File: src/s2mm_rx_defines.svh
/*
 * s2mm receive path constants
 * beat and keep widths, fifo depths, the almost-full margin
 * and the number of control words emitted per good frame
 */
`ifndef S2MM_RX_DEFINES_SVH
`define S2MM_RX_DEFINES_SVH

// beat format
`define S2MM_DATA_W        64
`define S2MM_KEEP_W        8

// fifo depths
`define S2MM_DATA_DEPTH    64
`define S2MM_INFO_DEPTH    8
`define S2MM_GOOD_DEPTH    64
`define S2MM_CTRL_DEPTH    32

// free entries at or below which almost-full rises
`define S2MM_AFULL_MARGIN  8

// control words per good frame
`define S2MM_CTRL_WORDS    6

`endif

File: src/s2mm_frame_pkg.sv
/*
 * s2mm frame types
 * one stored beat of the data path and the per-frame info word
 * that the ingress stage writes after the last beat
 */
`include "s2mm_rx_defines.svh"

package s2mm_frame_pkg;

   // stored beat, last in the msb as in the 73 bit fifo word
   typedef struct packed
   {
      logic                    last;
      logic [`S2MM_KEEP_W-1:0] keep;
      logic [`S2MM_DATA_W-1:0] data;
   } beat_t;

   // one entry per frame
   // drop set when rx_bad came with the last beat
   typedef struct packed
   {
      logic        drop;
      logic        tag;
      // ones' complement sum over all masked lanes
      logic [15:0] sum;
   } info_t;

endpackage

File: src/rx_ingress.sv
/*
 * receive ingress stage
 * writes every accepted beat to the data fifo, sums the masked
 * 16 bit lanes with end-around carry, and after the last beat
 * writes the drop flag, tag and checksum to the info fifo
 */
`include "s2mm_rx_defines.svh"

module rx_ingress (
   input  logic                      s2mm_clk,
   input  logic                      sys_rst,
   input  logic                      rx_valid,
   input  logic [`S2MM_DATA_W-1:0]   rx_data,
   input  logic [`S2MM_KEEP_W-1:0]   rx_keep,
   input  logic                      rx_last,
   input  logic                      rx_bad,
   input  logic                      rx_tag,
   input  logic                      data_afull,
   input  logic                      info_afull,
   output logic                      rx_full,
   output logic                      data_wren,
   output s2mm_frame_pkg::beat_t     data_wdata,
   output logic                      info_wren,
   output s2mm_frame_pkg::info_t     info_wdata
);

   localparam int LANES = `S2MM_DATA_W / 16;

   logic [`S2MM_DATA_W-1:0] masked;
   logic [15:0]             csum_acc;
   logic [18:0]             raw_sum;
   logic [16:0]             fold_sum;
   logic [15:0]             csum_nxt;

   // source holds off on either fifo nearing full
   assign rx_full = data_afull | info_afull;

   // beat goes straight into the data fifo
   assign data_wren       = rx_valid;
   assign data_wdata.last = rx_last;
   assign data_wdata.keep = rx_keep;
   assign data_wdata.data = rx_data;

   // zero bytes outside keep
   always_comb
   begin
      for (int i = 0; i < `S2MM_KEEP_W; i++)
         masked[8*i +: 8] = rx_keep[i] ? rx_data[8*i +: 8] : 8'h00;
   end

   // running sum plus four lanes, then fold carries back in twice
   always_comb
   begin
      raw_sum = {3'b000, csum_acc};
      for (int i = 0; i < LANES; i++)
         raw_sum = raw_sum + {3'b000, masked[16*i +: 16]};
      fold_sum = {1'b0, raw_sum[15:0]} + {14'h0, raw_sum[18:16]};
      csum_nxt = fold_sum[15:0] + {15'h0, fold_sum[16]};
   end

   always_ff @(posedge s2mm_clk or posedge sys_rst)
   begin
      if (sys_rst)
      begin
         csum_acc  <= '0;
         info_wren <= 1'b0;
      end
      else
      begin
         // info write trails the last beat by one cycle
         info_wren <= rx_valid && rx_last;
         if (rx_valid)
            csum_acc <= rx_last ? 16'h0 : csum_nxt;
      end
   end

   // info payload captured with the last beat
   always_ff @(posedge s2mm_clk)
   begin
      if (rx_valid && rx_last)
      begin
         info_wdata.drop <= rx_bad;
         info_wdata.tag  <= rx_tag;
         info_wdata.sum  <= csum_nxt;
      end
   end

endmodule

File: config.mk
export PLATFORM = sky130hd
export DESIGN_NAME = rx_ingress
export DESIGN_NICKNAME = d
export VERILOG_FILES = /design/src/s2mm_frame_pkg.sv /design/src/rx_ingress.sv
export VERILOG_INCLUDE_DIRS = /design/src
export SDC_FILE = /design/constraint.sdc
export NUM_CORES = 1
export LEC_CHECK = 0
export ABC_AREA = 0
export BUFFER_PORTS_ARGS = -buffer_cell sky130_fd_sc_hd__buf_4
export CAP_MARGIN = 20
export CORE_UTILIZATION = 45
export CTS_CLUSTER_DIAMETER = 120
export CTS_CLUSTER_SIZE = 10
export DETAILED_ROUTE_END_ITERATION = 6
export GPL_TIMING_DRIVEN = 0
export PLACE_DENSITY_LB_ADDON = 0.08
export SLEW_MARGIN = 20
export SYNTH_ARGS = -nofsm -noshare
export SYNTH_HDL_FRONTEND = slang
export SYNTH_SLANG_ARGS = --single-unit
File: constraint.sdc
create_clock -name s2mm_clk -period 9.2 [get_ports s2mm_clk]
set_clock_uncertainty 0.2 [all_clocks]
set_input_delay 0.92 -clock s2mm_clk [delete_from_list [all_inputs] [get_ports s2mm_clk]]
set_output_delay 0.92 -clock s2mm_clk [all_outputs]
set_load 0.05 [all_outputs]
==> Word level (Yosys, flattened, before mapping) <==
Cells that the tools add are included.
{ "totals": {"output_inout_bits": 94, "regBits": 35} }
{ "classes": {"mux": 9, "addsub": 6, "n_reduce_logical": 1, "n_bitwise": 1} }
{ "ops": {"columns": ["operator", "n"], "rows": [
  ["$mux 8", 8],
  ["$add 18x16->19", 1],
  ["$add 19x16->19", 1],
  ["$add 17x16->18", 1],
  ["$add 16x16->17", 1],
  ["$add 16x3->17", 1],
  ["$add 16x1->16", 1],
  ["$mux 16", 1],
  ["$logic_and 1x1->1", 1],
  ["$or 1x1->1", 1]
]} }

==> Logic depth before layout (Yosys ltp) <==
{ "depth": {"depth_word": 8, "mapped_depth": 36, "mapped_depth_nobuf": 36} }

==> Worst setup path before layout <==
Ideal clock, no wire load.
{ "synth_path": {"kind": "input to register", "start": "input rx_data[1]", "end": "register csum_acc[14]", "n_path_buf": 0, "t_arrival_ps": 8801, "path_slack_ps": 112, "path_stages": 34, "setup_time_ps": 87, "t_required_ps": 8913, "path_cell_list": "and2_1 fa_1 inv_1 fa_1 fa_1 inv_1 ha_1 fa_1 a21o_1 a22o_1 a2111oi_0 o31a_1 o21bai_1 a21oi_1 nor2b_1 o21ai_0 nand2b_1 xnor2_1 fa_1 nor2b_1 o21bai_1 nor3_2 nand2_1 nor3_1 nand2_1 nor4_1 ha_1 nor2b_1 nand3_1 a2111o_1 a2111oi_2 nand2_2 or4_1 o211ai_1"} }
{ "synth_via": {"elab_chain_len": 8} }
{ "synth_rtl": {"columns": ["element", "line", "text"], "rows": [
  ["start, declared", "rx_ingress.sv:13", "input logic [`S2MM_DATA_W-1:0] rx_data,"],
  ["$mux 8", "rx_ingress.sv:48", "masked[8*i +: 8] = rx_keep[i] ? rx_data[8*i +: 8] : 8'h00;"],
  ["$add 16x16->17", "rx_ingress.sv:56", "raw_sum = raw_sum + {3'b000, masked[16*i +: 16]};"],
  ["$add 17x16->18", "rx_ingress.sv:56", null],
  ["$add 18x16->19", "rx_ingress.sv:56", null],
  ["$add 19x16->19", "rx_ingress.sv:56", null],
  ["$add 16x3->17", "rx_ingress.sv:57", "fold_sum = {1'b0, raw_sum[15:0]} + {14'h0, raw_sum[18:16]};"],
  ["$add 16x1->16", "rx_ingress.sv:58", "csum_nxt = fold_sum[15:0] + {15'h0, fold_sum[16]};"],
  ["$mux 16", "rx_ingress.sv:73", "csum_acc <= rx_last ? 16'h0 : csum_nxt;"],
  ["end signal, assigned", "rx_ingress.sv:73", null],
  ["end, declared", "rx_ingress.sv:30", "logic [15:0] csum_acc;"]
]} }
No other way between the ends.
A chain may end at the register's enable or synchronous reset.

==> Final worst setup path <==
{ "layout_path": {"start": "input rx_keep[0]", "end": "register info_wdata[10] in the netlist's numbering, data pin"} }
{ "layout_via": {"elab_chain_len": 7} }
{ "layout_rtl": {"columns": ["element", "line", "text"], "rows": [
  ["start, declared", "rx_ingress.sv:14", "input logic [`S2MM_KEEP_W-1:0] rx_keep,"],
  ["$mux 8", "rx_ingress.sv:48", null],
  ["$add 16x16->17", "rx_ingress.sv:56", null],
  ["$add 17x16->18", "rx_ingress.sv:56", null],
  ["$add 18x16->19", "rx_ingress.sv:56", null],
  ["$add 19x16->19", "rx_ingress.sv:56", null],
  ["$add 16x3->17", "rx_ingress.sv:57", null],
  ["$add 16x1->16", "rx_ingress.sv:58", null],
  ["via csum_nxt[10]", "rx_ingress.sv:33", "logic [15:0] csum_nxt;"],
  ["end, declared", "rx_ingress.sv:24", "output s2mm_frame_pkg::info_t info_wdata"]
]} }
The timed path passes the listed nets, and every way through them passes these cells.

==> impl_metrics.tcl <==
set metrics [dict create \
    outcome "completed" \
    die_h_um 108.3 \
    clock.fmax_mhz 111.5 \
    hpwlAfterDp_um 9871 \
    p_per_area_mw_per_mm2 335.2 \
    drtAntennaViolNets 0 \
    clk_pin_slew_ns 0.06 \
    wl_per_cell_um 13.09 \
    cts_root_buf "clkbuf_16" \
    drv_cap 0 \
    worst_pin_slew_ns 0.8555 \
    synth_edf_count 18 \
    worstSetupStartpointType "input pin" \
    placementRows 38 \
    ys_seq_area_share_pct 19.00 \
    drive_above_1_share_pct 39.35 \
    antennaDiodeCount 0 \
    synthArstFlopShare_pct 48.57 \
    grt_pass1_vias 4079 \
    fin_area_mm2 0.006888 \
    netlist_area_mm2 0.005084 \
    ys_top_cells_by_area "fa_1 (19%), buf_4 (11%), edfxtp_1 (11%)" \
    hold_viol_final 0 \
    tns_ns 0 \
    timing.final.crit_share_pct 97.49 \
    hold-path-endpoint "csum_acc[4]$_DFFE_PP0P_" \
    post-place-ws_ns -1.305 \
    fp.dieArea_mm2 0.01173 \
    wirelength_um 11840 \
    final_common_cell "buf_4" \
    fin_ws_ns 0.2305 \
    synth_cell_types 69 \
    vias_per_cell 4.872 \
    slowest_stage "fa_1" \
    leakage_nw 3.397 \
    clk_latency_ns 0.28 \
    postSynthCellCount 575 \
    fin_util_pct 62.99 \
    fillerInstances 957 \
    cts_made_buffers 5 \
    synth_top_area_share_pct 18.90 \
    clockBufferDepth 2 \
    rr_endpoint "info_wdata[10]$_DFFE_PP_" \
    nNetsFinal 916 \
    num_vias 4409 \
    final_cells 905 \
    slew_headroom_pct 42.97 \
    period_minus_slack_ns 8.969 \
    crit_type "input pin to flop" \
    core_mm2 0.01094 \
    synth_nets 727 \
    drt_first_pass_iters 4 \
    min_path_type "flop to flop" \
    mostFrequentLayoutCells "buf_4 (256), inv_1 (88), and2_1 (63), fa_1 (46), o21ai_0 (23)" \
    grt_usage_pct 20.20 \
    dr.first_iter.drc_count 163 \
    setup_viol 0 \
    irDropWorstVdd_v 0.0002371 \
    placed_cells 888 \
    io_pins 174 \
    ff2ff_path_depth 32 \
    die_w_um 108.3 \
    crit_path_max_fanout 9 \
    grt_pass1_wl_um 18770 \
    report.final.slew_viol_count 0 \
    placed_area_mm2 0.006558 \
    postSynthAreaPerCell_um2 8.841 \
    crit_path_max_incr_delay_ns 0.55 \
    required_ns 9.03 \
    r2r-start "csum_acc[1]$_DFFE_PP0P_" \
    grt_max_degree 20 \
    initial_core_util_pct 46.49 \
    min-delay-start "csum_acc[4]$_DFFE_PP0P_" \
    antenna_found_initial 0 \
    yosys.area.top_type "fa_1" \
    syn_to_final_growth_pct 35.49 \
    min_path_cells 2 \
    remaining_drc_errors 0 \
    cts.htree.levels 2 \
    endpoint_kind "flop" \
    yosysWarningCount 0 \
    portBuffers 173 \
    ff2ff_setup_slack_ns 1.88 \
    worst_ep_arrival_time_ns 8.80 \
    gp_congestion 0.8562 \
    clock_sinks 35 \
    synth_seq_cells 35 \
    synth_flop_cell "edfxtp_1" \
    grt_overflow 0 \
    cts_tree "built" \
]
==> repair_timing <==
item | 4_1_cts | 5_1_grt
buffers inserted | 3 | 6
resized for setup | 11 | 15
hold buffers | 0 | 0
pin swaps | 5 | 11
setup endpoints to repair | 18 | 11
==> registers in the layout, indices dropped and copies added, names as in the netlist <==
register / cells
csum_acc: 16
info_wdata: 18
info_wren: 1
==> power breakdown <==
group	total, W	internal, W	switching, W	leakage, nW
Clock	0.000168	0.0000998	0.0000684	0.0674
Sequential	0.000285	0.000268	0.0000169	0.390
Combinational	0.00186	0.000698	0.00116	2.94
==> worst max path at each step <==
stage | from | end | slack [ns] | depth (start not counted)
final | rx_keep[0] | info_wdata[10]$_DFFE_PP_ | 0.23 | 36
after global routing | rx_keep[0] | info_wdata[10]$_DFFE_PP_ | -0.04 | 36
after floorplan | rx_data[1] | csum_acc[14]$_DFFE_PP0P_ | 0.11 | 34
after detailed placement | rx_keep[0] | csum_acc[14]$_DFFE_PP0P_ | -1.31 | 35
after global placement | rx_keep[0] | csum_acc[14]$_DFFE_PP0P_ | -1.20 | 35
after CTS | rx_keep[0] | info_wdata[10]$_DFFE_PP_ | 0.03 | 36
==> synth_stat cells (2+ instances only) <==
master,number
a31oi_1,2
xor2_1,15
a2111oi_2,2
or3_1,4
dfrtp_1,17
nor2_1,23
ha_1,24
nand2b_1,10
buf_2,5
o2111ai_1,3
a21oi_1,15
buf_4,74
xnor2_1,18
clkbuf_1,6
nand4_1,3
and2_1,63
and3_1,4
a221oi_1,2
a21o_1,3
o21bai_1,2
o211a_1,2
o21ai_0,24
inv_1,88
o211ai_1,3
or2_2,3
nand2_1,20
o21a_1,5
edfxtp_1,18
nand3_1,6
nor2b_1,4
o22ai_1,5
a211oi_1,3
nor4b_1,2
nor3_1,12
fa_1,48
nor4_1,4
==> through the flow <==
stage | hold slack (ns) | total power [W]
2_1_floorplan | 0.3085 | 0.001626
3_3_place_gp | 0.3351 | 0.001968
3_5_place_dp | 0.3481 | 0.002012
4_1_cts | 0.3608 | 0.002245
5_1_grt | 0.3862 | 0.002501
6_report | 0.3538 | 0.002309
==> cell type report <==
cell class	instances	area, um2	area share [%]
Clock buffer	5	125.1	1.817
Tap cell	140	175.2	2.543
Sequential cell	35	965.9	14.02
Multi-Input combinational cell	366	3291	47.77
Clock inverter	3	20.02	0.2906
Inverter	88	330.3	4.796
Timing Repair Buffer	182	1366	19.84
Buffer	86	614.3	8.919
==> worst max-delay path, delay by kind of cell <==
| kind | cells | cell delay (ns) |
|---|---|---|
| xor+xnor | 2 | 0.34 |
| fa+ha+maj | 8 | 3.07 |
| simple gates | 12 | 1.99 |
| buf+inv | 5 | 0.52 |
| compound gates | 9 | 1.95 |
==> cell families after synthesis <==
group / count (synthesis) / synth area share [%]
AOI/OAI and AO/OA: 88 / 12.01
xor gates and xnor gates: 33 / 5.686
adders and majority gates: 73 / 25.01
buffers and inverters: 174 / 18.58
DFF: 35 / 19.00
muxes: 1 / 0.2215
and+or+nand+nor: 171 / 19.49
==> metal layers <==
layer  part of all wire (%)  vias to the layer above  track usage (%)
li1                       -                     2185                -
met1                     43                     2067            25.92
met2                     51                      145            36.76
met3                    4.4                       12            2.110
met4                    1.0                        0            3.861
met5                      0                        -                0
(Power assumes the default switching activity.)
