**src/sync_fifo.sv**
```systemverilog
/*
 * synchronous fifo, first word fall through
 * head entry is presented while empty is low, rden pops it
 * almost-full is registered from the occupancy count
 */
module sync_fifo #(
   parameter type payload_t    = logic,
   parameter int  DEPTH        = 16,
   parameter int  AFULL_MARGIN = 4
) (
   input  logic     s2mm_clk,
   input  logic     sys_rst,
   input  logic     wren,
   input  payload_t wdata,
   input  logic     rden,
   output payload_t rdata,
   output logic     empty,
   output logic     afull
);

   localparam int AW = $clog2(DEPTH);
   localparam int CW = $clog2(DEPTH + 1);

   payload_t        mem [DEPTH];
   logic [AW-1:0]   wr_ptr;
   logic [AW-1:0]   rd_ptr;
   logic [CW-1:0]   count;
   logic [CW-1:0]   count_nxt;
   logic            wr_ok;
   logic            rd_ok;

   // overflow and underflow attempts are dropped
   assign wr_ok = wren && (count != CW'(DEPTH));
   assign rd_ok = rden && (count != '0);

   always_comb
   begin
      count_nxt = count;
      if (wr_ok && !rd_ok)
         count_nxt = count + 1'b1;
      else if (rd_ok && !wr_ok)
         count_nxt = count - 1'b1;
   end

   always_ff @(posedge s2mm_clk or posedge sys_rst)
   begin
      if (sys_rst)
      begin
         wr_ptr <= '0;
         rd_ptr <= '0;
         count  <= '0;
         afull  <= 1'b0;
      end
      else
      begin
         if (wr_ok)
            wr_ptr <= (wr_ptr == AW'(DEPTH - 1)) ? '0 : wr_ptr + 1'b1;
         if (rd_ok)
            rd_ptr <= (rd_ptr == AW'(DEPTH - 1)) ? '0 : rd_ptr + 1'b1;
         count <= count_nxt;
         // tracks the count that is about to be stored
         afull <= (DEPTH - int'(count_nxt)) <= AFULL_MARGIN;
      end
   end

   // storage, no reset
   always_ff @(posedge s2mm_clk)
   begin
      if (wr_ok)
         mem[wr_ptr] <= wdata;
   end

   assign rdata = mem[rd_ptr];
   assign empty = (count == '0);

endmodule

```
**config.mk**
```make
export PLATFORM = sky130hd
export DESIGN_NAME = sync_fifo
export DESIGN_NICKNAME = d
export VERILOG_FILES = /design/src/sync_fifo.sv
export SDC_FILE = /design/constraint.sdc
export NUM_CORES = 1
export LEC_CHECK = 0
export BUFFER_PORTS_ARGS = -buffer_cell sky130_fd_sc_hd__buf_2
export CAP_MARGIN = 10
export CORE_ASPECT_RATIO = 0.7
export CORE_UTILIZATION = 40
export CTS_BUF_LIST = sky130_fd_sc_hd__clkbuf_4
export DETAILED_ROUTE_END_ITERATION = 8
export RECOVER_POWER = 50
export SKIP_CTS_REPAIR_TIMING = 1
export SYNTH_ARGS = -nofsm -noshare
export SYNTH_HDL_FRONTEND = slang
export SYNTH_SLANG_ARGS = --single-unit
export TNS_END_PERCENT = 100
```
**constraint.sdc**
```tcl
create_clock -name s2mm_clk -period 2.6 [get_ports s2mm_clk]
set_input_delay 0.52 -clock s2mm_clk [delete_from_list [all_inputs] [get_ports s2mm_clk]]
set_output_delay 0.52 -clock s2mm_clk [all_outputs]
set_load 0.005 [all_outputs]
```
Word-level counts from Yosys, hierarchy flattened --
Memories as Yosys holds them, arrays and structs flattened. Index checks and enable logic that the tools add are counted. W data, S select, Z words.
Word-level totals: flip-flop bits (word level) 14, bits in writable memories 16, bits of input ports 5, output and inout bits 3, logic and storage cells 28, memories kept 1
Memories:
- mem | words 16, bits a word 1, rd ports 1, clocked after memory_dff 0, write ports 1, RTL line 24 | payload_t mem [DEPTH];
Operators by class: $add $sub $neg 5, magnitude comparators 1, equal/unequal tests 3, mux-type cells 6, reduce and logical (&&, ||, !) cells 8
Operator list (number):
- $mux W5 | 2
- $add A4 B1 Y4 const B | 2
- $eq A4 B4 Y1 const B | 2
- $mux W4 | 2
- $le A6 B4 Y1 const B | 1
- $sub A5 B5 Y6 const A | 1
- $add A5 B1 Y5 const B | 1
- $logic_not A5 Y1 | 1
- $ne A5 B5 Y1 const B | 1
- $reduce_bool A5 Y1 | 1
- $sub A5 B1 Y5 const B | 1
- $logic_and A1 B1 Y1 | 4
- $logic_not A1 Y1 | 2
- $mux W1 | 2

Depth between registers and ports, before layout --
Gate-level depths: netlist of run 1.
word-level depth 8, gate-level depth with buffers 8, mapped depth without buffers 7

Worst setup path after synthesis of run 1 --
Ideal clock, no wire load.
kind register -> output, start point reg rd_ptr[0], end point out rdata, arrival time 1.663 ns, required time 2.080 ns, slack 0.417 ns, cell stages (with the launch flop) 4, path buffers 1, cell sequence dfrtp_1 -> clkbuf_1 -> mux4_2 -> mux4_2
Between the ends: longest elaborated chain between the ends 1
Ends and longest elaborated chain:
- from (decl) | RTL line 26 | logic [AW-1:0] rd_ptr;
- from (signal assigned) | RTL line 59 | rd_ptr <= (rd_ptr == AW'(DEPTH - 1)) ? '0 : rd_ptr + 1'b1;
- $mem_v2 Z16 W1
- to (decl) | RTL line 16 | output payload_t rdata,
Every way passes these cells.

Worst setup path after layout of run 1 --
Ends and elaborated chain as after synthesis.

==> metrics.md, run 1 <==
| Metric | Value |
|---|---|
| Nets | `154` |
| #FFs+latches synth | `30` |
| Drt wl/cell | `15.4 um` |
| Drt pass-1 iters | `4` |
| Hold_ws | `222 ps` |
| Maximum number of pins on one net before global-route repair | `17` |
| GRT Total Usage | `16.0%` |
| # port buffers | `7` |
| Worst VDD drop | `0.423 mV` |
| CTS tree | `built` |
| Rows | `18` |
| Fin crit share | `95.8%` |
| CTS H-tree depth | `2` |
| Max Root-Sink Buffers | `2` |
| Finish-stage setup viols | `0` |
| Worst hold path type | `in -> async` |
| Area of the mapped netlist | `1610 um^2` |
| GR Overflow Total | `0` |
| Initial drt markers | `50` |
| CP required | `2080 ps` |
| DRC | `0` |
| TritonCTS Buffers | `5` |
| GPL Wtd Cong | `0.724` |
| Worst Max-Slew Pin Slew | `558 ps` |
| Vias post-DR | `1,045` |
| Area delta synth->final | `8.18%` |
| Initial antenna violation count | `0` |
| Total power | `0.00165 W` |
| Pwr dens | `952 nW/um^2` |
| Setup CP Type | `reg -> out` |
| Seq/Total Area, Yosys | `51.8%` |
| Fmax achieved | `0.402 GHz` |
| WP data arrival | `1970 ps` |
| HPWL reported at the end of detailed placement | `2230 um` |
| Crit path launch type | `register` |
| Reg clk slew, reported paths | `90 ps` |
| Vias per cell | `5.41` |
| Fin. Hold Viols | `0` |
| Post-Syn Instances | `132` |
| Leakage | `0.692 nW` |
| RSZ-0062 raised after global routing | `no` |
| First-pass GRT wire length | `4910 um` |
| I/O pins | `8` |
| CTS Sinks | `30` |
| Ant diodes | `0` |
| Crit Path Max Fanout | `9` |
| Post-Syn Nets | `144` |
| Die H | `55 um` |
| Share of post-route cells with drive strength above 1 | `16.8%` |
| Max-cap viol count | `0` |
| Status | `finished, final reports clean` |
| Synth warn | `0` |
| Die area | `4270 um^2` |
| Post-route ant nets | `0` |
| Clock root cell | `clkbuf_4` |
| Post-Route WL | `2980 um` |
| Initial core utilization | `43.7%` |
| Post-Synthesis Mean Instance Area | `12.2 um^2` |
| Slew Viols, Final | `0` |
| Layout fillers | `331` |
| Worst Skew | `8.67 ps` |
| Setup crit end kind | `output pin` |
| Worst skew pair latency | `320 ps` |
| Count of different cell masters after synthesis | `36` |
| Vias in the first global route | `958` |
| Minimum clock period | `2490 ps` |
| Slew HR | `62.8%` |
| Core Box Area | `3670 um^2` |
| Die width | `77.7 um` |
==> kinds of logic after synthesis <==
logic type	Yosys count	share of synthesized area, %
multiplexers	7	8.26
AND/OR/NAND/NOR	50	18.9
adder cells (fa/ha/maj)	7	5.46
XOR/XNOR	3	1.64
buffers and inverters	14	4.52
AO/OA/AOI/OAI	21	9.43
flip-flops	30	51.8
==> flip-flops by register name, indices dropped and copies added (netlist names) <==
name,flops
afull,1
count,5
mem,16
wr_ptr,4
rd_ptr,4
==> cells in the mapped netlist, drive strengths merged <==
library cell / count / share of area, %
a21o: 2 / 0.94
mux4: 5 / 7.0
nor3: 3 / 0.94
a311o: 1 / 0.62
clkinv: 1 / 1.0
a41o: 1 / 0.62
nand3b: 1 / 0.47
inv: 8 / 1.9
nor2: 4 / 0.94
a32o: 1 / 0.62
ha: 7 / 5.5
buf: 1 / 0.70
nand4bb: 1 / 0.70
dfrtp: 14 / 22
and4: 5 / 2.8
or3: 1 / 0.39
clkbuf: 4 / 0.94
mux2i: 2 / 1.2
o21ai: 7 / 2.2
nand2: 10 / 2.3
nand4b: 1 / 0.55
a211oi: 3 / 1.4
edfxtp: 16 / 30
nand3: 5 / 1.6
a311oi: 1 / 0.55
xnor2: 3 / 1.6
a21oi: 2 / 0.62
nand4: 1 / 0.39
nor3b: 2 / 0.94
o21bai: 2 / 0.94
and2: 14 / 5.5
or4b: 1 / 0.62
a2111oi: 1 / 0.94
and4bb: 1 / 0.78
==> power breakdown <==
part | leakage [nW] | internal [W] | switching, W | total [W]
clock network | 0.0338 | 0.000125 | 0.000148 | 0.000273
registers | 0.313 | 0.000624 | 0.000191 | 0.000815
logic | 0.345 | 0.000307 | 0.000259 | 0.000566
total | 0.692 | 0.00106 | 0.000599 | 0.00165
==> final timing paths <==
check | depth (start not counted) | to | slack, ps | from
max in group asynchronous | 2 | rd_ptr[0] | 1990 | sys_rst
min in group s2mm_clk | 1 | rd_ptr[3] | 540 | rd_ptr[3]
setup / recovery | 3 | rdata | 110 | rd_ptr[0]
hold / removal | 2 | rd_ptr[2] | 220 | sys_rst
setup reg to reg | 6 | afull | 440 | count[0]
hold reg to reg | 1 | rd_ptr[3] | 540 | rd_ptr[3]
==> layout make-up <==
cell class | instances | area (um^2) | area share (%)
Clock inverter | 1 | 3.75 | 0.216
Inverter | 9 | 46.3 | 2.67
Timing Repair Buffer | 8 | 37.5 | 2.16
Multi-Input combinational cell | 88 | 702 | 40.4
Tap cell | 50 | 62.6 | 3.60
Sequential cell | 30 | 832 | 47.9
Clock buffer | 7 | 52.6 | 3.03
==> routing by layer <==
| metal | track usage, % | share of wire, % |
|---|---|---|
| met4 | 5.66 | 0.97 |
| met5 | 0 | 0 |
| met1 | 23.2 | 54 |
| met3 | 4.92 | 3.9 |
| met2 | 22.6 | 41 |
==> critical path, cell delays in order, from the launching register on <==
cell and delay (ps):
dfrtp_2 510, mux4_2 540, mux4_2 470, buf_2 140
==> layout by cell type (no fill, tap or decap), types with 3 or more instances in the layout <==
cell	count
edfxtp_1	16
and2_1	13
dfrtp_1	13
nand2_1	10
inv_1	8
o21ai_0	7
ha_1	7
clkbuf_4	7
buf_2	6
nand3_1	5
mux4_2	5
nor2_1	4
and4_1	4
xnor2_1	3
a211oi_1	3
nor3_1	3
==> metrics by stage <==
stage | std cells | worst slack (ps) | util [%] | setup TNS [ps] | cell area, um^2
2_1_floorplan | 132 | 417 | - | 0 | 1610
3_3_place_gp | 185 | 401 | 45.9 | 0 | 1680
6_report | 193 | 110 | 47.3 | 0 | 1740
3_5_place_dp | 185 | 324 | 45.9 | 0 | 1680
4_1_cts | 193 | -38.9 | 47.4 | -38.9 | 1740
5_1_grt | 193 | 37.7 | 47.3 | 0 | 1740
Power figures use the tool's default switching activity.
==> run 2, diff against run 1 <==
--- a/config.mk
+++ b/config.mk
@@ -5,6 +5,7 @@
 export SDC_FILE = /design/constraint.sdc
 export NUM_CORES = 1
 export LEC_CHECK = 0
+export ABC_AREA = 1
 export BUFFER_PORTS_ARGS = -buffer_cell sky130_fd_sc_hd__buf_2
 export CAP_MARGIN = 10
 export CORE_ASPECT_RATIO = 0.7
==> metrics.md, run 2 <==
| Metric | Value |
|---|---|
| Die H | `55.4 um (was 55 um)` |
| HPWL reported at the end of detailed placement | `2220 um (was 2230 um)` |
| GR Overflow Total | `0 (unchanged)` |
| Slew HR | `63.4% (was 62.8%)` |
| Setup CP Type | `reg -> out (unchanged)` |
| Slew Viols, Final | `0 (unchanged)` |
| #FFs+latches synth | `30 (unchanged)` |
| CTS H-tree depth | `2 (unchanged)` |
| DRC | `0 (unchanged)` |
| Clock root cell | `clkbuf_4 (unchanged)` |
| Finish-stage setup viols | `0 (unchanged)` |
| FFs w/ async S/R, synth | `46.7% (unchanged)` |
| Crit Path Max Fanout | `11 (was 9)` |
| Worst Skew | `13.4 ps (was 8.67 ps)` |
| Pwr dens | `1100 nW/um^2 (was 952 nW/um^2)` |
| Largest register by flop count | `mem (unchanged)` |
| Count of different cell masters after synthesis | `27 (was 36)` |
| Core Box Area | `3920 um^2 (was 3670 um^2)` |
| Setup crit end kind | `output pin (unchanged)` |
| TritonCTS Buffers | `5 (unchanged)` |
| Vias per cell | `4.96 (was 5.41)` |
| Most frequent cell after synthesis | `nand2_1 (was edfxtp_1)` |
| Hold_ws | `226 ps (was 222 ps)` |
| Die width | `78.3 um (was 77.7 um)` |
| Worst Max-Slew Pin Slew | `549 ps (was 558 ps)` |
| Vias post-DR | `1,155 (was 1,045)` |
| Die area | `4340 um^2 (was 4270 um^2)` |
| Drt pass-1 iters | `4 (unchanged)` |
| Fin Setup TNS | `0 ps (unchanged)` |
| RSZ-0062 raised after global routing | `no (unchanged)` |
| CTS Sinks | `30 (unchanged)` |
| Initial antenna violation count | `0 (unchanged)` |
| CTS tree | `built (unchanged)` |
| WP data arrival | `1610 ps (was 1970 ps)` |
| CP required | `2080 ps (about the same)` |
| Share of post-route cells with drive strength above 1 | `16.0% (was 16.8%)` |
| Post-Syn Instances | `169 (was 132)` |
| Max reg flops | `16 (unchanged)` |
| Leakage | `0.774 nW (was 0.692 nW)` |
| Synth area leaders | `edfxtp_1, dfrtp_1, nand2_1, ha_1, nor2_1 (was edfxtp_1, dfrtp_1, mux4_2, ha_1, and2_1)` |
| Initial core utilization | `41.6% (was 43.7%)` |
| Number of enable flip-flop cells after synthesis | `16 (unchanged)` |
| Fin crit share | `81.8% (was 95.8%)` |
| Post-Syn Nets | `181 (was 144)` |
| Minimum clock period | `2130 ps (was 2490 ps)` |
| Crit path launch type | `register (unchanged)` |
| Worst hold path type | `in -> async (unchanged)` |
| Worst skew pair latency | `320 ps (about the same)` |
| Commonest non-fill, non-tap cell in the layout | `nand2_1 (was edfxtp_1)` |
| Max Root-Sink Buffers | `2 (unchanged)` |
| Drt wl/cell | `12.4 um (was 15.4 um)` |
| Ant diodes | `0 (unchanged)` |
| Fin. Hold Viols | `0 (unchanged)` |
| Nets | `192 (was 154)` |
| Area delta synth->final | `10.1% (was 8.18%)` |
| I/O pins | `8 (unchanged)` |
| Most instantiated cells after synthesis | `nand2_1, nor2_1, edfxtp_1, inv_1, o21ai_0 (was edfxtp_1, dfrtp_1, and2_1, nand2_1, inv_1)` |
| Max-cap viol count | `0 (unchanged)` |
| GRT Total Usage | `15.1% (was 16.0%)` |
| Most frequent cells in the layout | `nand2_1, nor2_1, inv_1, edfxtp_1, o21ai_0 (was edfxtp_1, and2_1, dfrtp_1, nand2_1, inv_1)` |
| Post-Route WL | `2890 um (was 2980 um)` |
| Reg clk slew, reported paths | `100 ps (was 90 ps)` |
| Maximum number of pins on one net before global-route repair | `17 (unchanged)` |
| Fmax achieved | `0.470 GHz (was 0.402 GHz)` |
| GPL Wtd Cong | `0.923 (was 0.724)` |
| Status | `finished, final reports clean (unchanged)` |
| Rows | `19 (was 18)` |
| Post-Synthesis Mean Instance Area | `9.65 um^2 (was 12.2 um^2)` |
| Top flop regs | `mem: 16 flops, count: 5 flops (unchanged)` |
| Synth warn | `0 (unchanged)` |
| Commonest register cell after synthesis | `edfxtp_1 (unchanged)` |
| Area leader, netlist | `edfxtp_1 (unchanged)` |
| Initial drt markers | `80 (was 50)` |
| Post-route ant nets | `0 (unchanged)` |
| Synth top area share | `29.5% (was 29.9%)` |
| Area of the mapped netlist | `1630 um^2 (was 1610 um^2)` |
| Worst VDD drop | `0.449 mV (was 0.423 mV)` |
| First-pass GRT wire length | `4930 um (was 4910 um)` |
| Seq/Total Area, Yosys | `51.0% (was 51.8%)` |
| # port buffers | `7 (unchanged)` |
| Vias in the first global route | `1,072 (was 958)` |
==> run 2: cell types whose count changed after synthesis, sizes merged, moves of 3 or more <==
| cell | change |
|---|---|
| inv | +13 |
| mux4 | -5 |
| xor2 | +6 |
| and4 | -5 |
| nand2 | +21 |
| xnor2 | -3 |
| and2 | -14 |
| clkbuf | -4 |
| nor2 | +21 |
| nand3 | +11 |
| a211oi | -3 |
| o21ai | +10 |
==> run 2: worst paths after layout <==
| check | startpoint | end | slack, ps | cells past startpoint |
|---|---|---|---|---|
| max | rd_ptr[0] | rdata | 470 | 6 |
| min | sys_rst | rd_ptr[1] | 230 | 2 |
| max reg2reg | count[0] | afull | 910 | 11 |
| min reg2reg | wr_ptr[2] | wr_ptr[2] | 570 | 1 |
| max in group asynchronous | sys_rst | wr_ptr[1] | 2000 | 2 |
| min in group s2mm_clk | wr_ptr[2] | wr_ptr[2] | 570 | 1 |
==> run 2: power by group <==
group | leakage (nW) | switching (W) | internal, W
clock network | 0.0528 | 0.000154 | 0.000296
logic | 0.413 | 0.000454 | 0.000280
registers | 0.308 | 0.000163 | 0.000634
total | 0.774 | 0.000771 | 0.00121
==> run 2: worst max-delay path: stages, from the launching register on <==
cell	delay, ps
dfrtp_1	540
inv_2	140
o21ai_0	170
o22ai_1	100
o211ai_1	160
nand2_1	70
buf_2	130
==> run 2: area by class of cell <==
cell class | count | area [um^2]
clock buffer | 5 | 37.5
sequential | 30 | 831
timing repair buffer | 7 | 33.8
multi-input combinational | 115 | 674
fill | 370 | 2130
inverter | 21 | 88.8
tap | 52 | 65.1
clock inverter | 3 | 63.8
==> run 2: logic make-up (layout without fill, tap and decap cells) <==
group           count (synthesis)  in the layout  share of synthesized area [%]
simple gates                   78             78                           24.3
flops                          30             30                           51.0
compound gates                 24             24                           8.44
buf+inv                        24             36                           7.67
fa+ha+maj                       7              7                           5.37
xor+xnor                        6              6                           3.22
==> run 2: per-stage QoR <==
step	power (W)	cells	setup WS, ps	cell area [um^2]	util [%]
6_report	0.00198	233	474	1790	45.7
5_1_grt	0.00214	233	222	1790	45.7
4_1_cts	0.00199	233	451	1800	45.8
3_5_place_dp	0.00153	225	812	1690	43.2
3_3_place_gp	0.00151	225	850	1690	43.2
2_1_floorplan	0.00137	169	1060	1630	-
==> run 2: routing by layer <==
layer  vias up  share of wire [%]  GRT usage (%)
met5         -                  0              0
met2        25                 43           21.3
met4         0                  0           4.50
li1        587                  -              -
met1       543                 52           21.4
met3         0                4.2           6.12
==> run 3, diff against run 2 <==
==> constraint.sdc (replaced) <==
create_clock -name s2mm_clk -period 1.8 [get_ports s2mm_clk]
set_input_delay 0.36 -clock s2mm_clk [delete_from_list [all_inputs] [get_ports s2mm_clk]]
set_output_delay 0.36 -clock s2mm_clk [all_outputs]
set_load 0.005 [all_outputs]
==> metrics.md, run 3 (synthesized netlist as in run 2, its figures left out) <==
| Metric | Value |
|---|---|
| Status | `complete, but fails checks (was finished, final reports clean)` |
| Violated checks | `setup timing` |
| Drt wl/cell | `13.5 um (was 12.4 um)` |
| CTS H-tree depth | `2 (unchanged)` |
| Vias post-DR | `1,183 (was 1,155)` |
| Pre-CTS WS | `22.1 ps (was 812 ps)` |
| Leakage | `0.782 nW (was 0.774 nW)` |
| Ant diodes | `0 (unchanged)` |
| Fin crit share | `103%` |
| TritonCTS Buffers | `5 (unchanged)` |
| I/O pins | `8 (unchanged)` |
| Die width | `78.3 um (unchanged)` |
| Post-route ant nets | `0 (unchanged)` |
| Initial drt markers | `75 (was 80)` |
| Crit path launch type | `register (unchanged)` |
| Slew Viols, Final | `0 (unchanged)` |
| Vias in the first global route | `1,049 (was 1,072)` |
| GRT Total Usage | `16.3% (was 15.1%)` |
| Layout fillers | `386 (was 370)` |
| CP cell instances | `buf_6 -> o21ai_2 -> o22ai_1 -> o211ai_1 -> nand2_1 -> buf_2 (was inv_2 -> o21ai_0 -> o22ai_1 -> o211ai_1 -> nand2_1 -> buf_2)` |
| Final core occ | `46.7% (was 45.7%)` |
| Worst Max-Slew Pin Slew | `579 ps (was 549 ps)` |
| Reg2Reg Setup Slack | `120 ps (was 910 ps)` |
| Worst VDD drop | `0.501 mV (was 0.449 mV)` |
| Post-Route WL | `3230 um (was 2890 um)` |
| Finish-stage setup viols | `1 (was 0)` |
| Top flop regs | `mem: 16 flops, count: 5 flops (unchanged)` |
| Origin of the critical flop-to-flop path | `count[1] (was count[0])` |
| Most frequent cells in the layout | `nand2_1, nor2_1, edfxtp_1, inv_1, nand3_1 (was nand2_1, nor2_1, inv_1, edfxtp_1, o21ai_0)` |
| Critical path depth | `6 (unchanged)` |
| First-pass GRT wire length | `5200 um (was 4930 um)` |
| Crit path max-delay cell type | `dfrtp_2 (was dfrtp_1)` |
| Crit path capture | `rdata (unchanged)` |
| Vias per cell | `4.95 (was 4.96)` |
| DRC | `0 (unchanged)` |
| Area delta synth->final | `12.3% (was 10.1%)` |
| Rows | `19 (unchanged)` |
| Cell family with most CP delay | `flip-flops (unchanged)` |
| Die H | `55.4 um (unchanged)` |
| Max Root-Sink Buffers | `2 (unchanged)` |
| Initial core utilization | `41.6% (unchanged)` |
| Clock root cell | `clkbuf_4 (unchanged)` |
| Worst hold path type | `in -> async (unchanged)` |
| Worst Reg-to-Reg Cells | `7 (was 11)` |
| Setup crit end kind | `output pin (unchanged)` |
| Worst skew pair latency | `320 ps (about the same)` |
| Cell total after placement | `225 (unchanged)` |
| HPWL reported at the end of detailed placement | `2370 um (was 2220 um)` |
| Largest register by flop count | `mem (unchanged)` |
| WP data arrival | `1500 ps (was 1610 ps)` |
| Worst Setup SP | `rd_ptr[0] (unchanged)` |
| GPL Wtd Cong | `0.913 (was 0.923)` |
| Worst Skew | `14.0 ps (was 13.4 ps)` |
| Setup CP Type | `reg -> out (unchanged)` |
| Slew HR | `61.4% (was 63.4%)` |
| Max-cap viol count | `0 (unchanged)` |
| CTS tree | `built (unchanged)` |
| Share of post-route cells with drive strength above 1 | `24.1% (was 16.0%)` |
| Initial antenna violation count | `0 (unchanged)` |
| Commonest non-fill, non-tap cell in the layout | `nand2_1 (unchanged)` |
| CTS Sinks | `30 (unchanged)` |
| # port buffers | `7 (unchanged)` |
| Worst path max stage delay | `470 ps (was 540 ps)` |
| R2r endpoint | `mem[13] (was afull)` |
| Worst Path Buf+Inv | `2 (unchanged)` |
| Fmax achieved | `0.537 GHz` |
| Nets | `198 (was 192)` |
| Core Box Area | `3920 um^2 (unchanged)` |
| Fin cells | `239 (was 233)` |
| Hold_ws | `74.5 ps (was 226 ps)` |
| Reg clk slew, reported paths | `100 ps (about the same)` |
| Crit Path Max Fanout | `6 (was 11)` |
| Die area | `4340 um^2 (unchanged)` |
| CP required | `1440 ps (was 2080 ps)` |
| Max reg flops | `16 (unchanged)` |
| Minimum clock period | `1860 ps` |
| Maximum number of pins on one net before global-route repair | `17 (unchanged)` |
| Drt pass-1 iters | `4 (unchanged)` |
| Final WS setup | `-60.9 ps (was 474 ps)` |
| RSZ-0062 raised after global routing | `yes (was no)` |
| GR Overflow Total | `0 (unchanged)` |
| Fin. Hold Viols | `0 (unchanged)` |
| Pwr dens | `1530 nW/um^2 (was 1100 nW/um^2)` |
## run 3: final cells by class
type	count	area, um^2	share of cell area (%)
Sequential cell	30	833	45.5
Clock inverter	2	8.76	0.478
Multi-Input combinational cell	115	704	38.5
Inverter	21	91.3	4.99
Clock buffer	6	45.0	2.46
Tap cell	52	65.1	3.55
Timing Repair Buffer	13	82.6	4.51
## run 3: metrics by stage
stage               total power [W]  setup TNS, ps  area [um^2]
floorplan                   0.00198              0         1630
global placement            0.00216              0         1690
detailed placement          0.00221              0         1690
CTS                         0.00260           -190         1750
global route                0.00304           -199         1830
finish                      0.00280          -60.9         1830
## run 3: routing by layer
layer	GRT usage (%)	part of all wire, %	vias up
met5	0	0	-
met4	6.08	1.2	0
met3	7.27	4.2	6
met2	20.3	42	27
met1	24.3	52	555
li1	-	-	595
## run 3: how the worst min path moves through the flow
stage,depth (start not counted),slack [ps],end,start
floorplan,1,250,afull,sys_rst
global placement,2,430,rd_ptr[3],sys_rst
detailed placement,2,450,rd_ptr[2],sys_rst
CTS,2,90,rd_ptr[1],sys_rst
global route,2,90,wr_ptr[1],sys_rst
finish,2,70,rd_ptr[1],sys_rst
## run 3: power by group
group	switching (W)	total, W	internal [W]	leakage, nW
logic	0.000727	0.00125	0.000523	0.443
registers	0.000243	0.00116	0.000921	0.306
clock network	0.000220	0.000382	0.000162	0.0331
total	0.00119	0.00280	0.00161	0.782
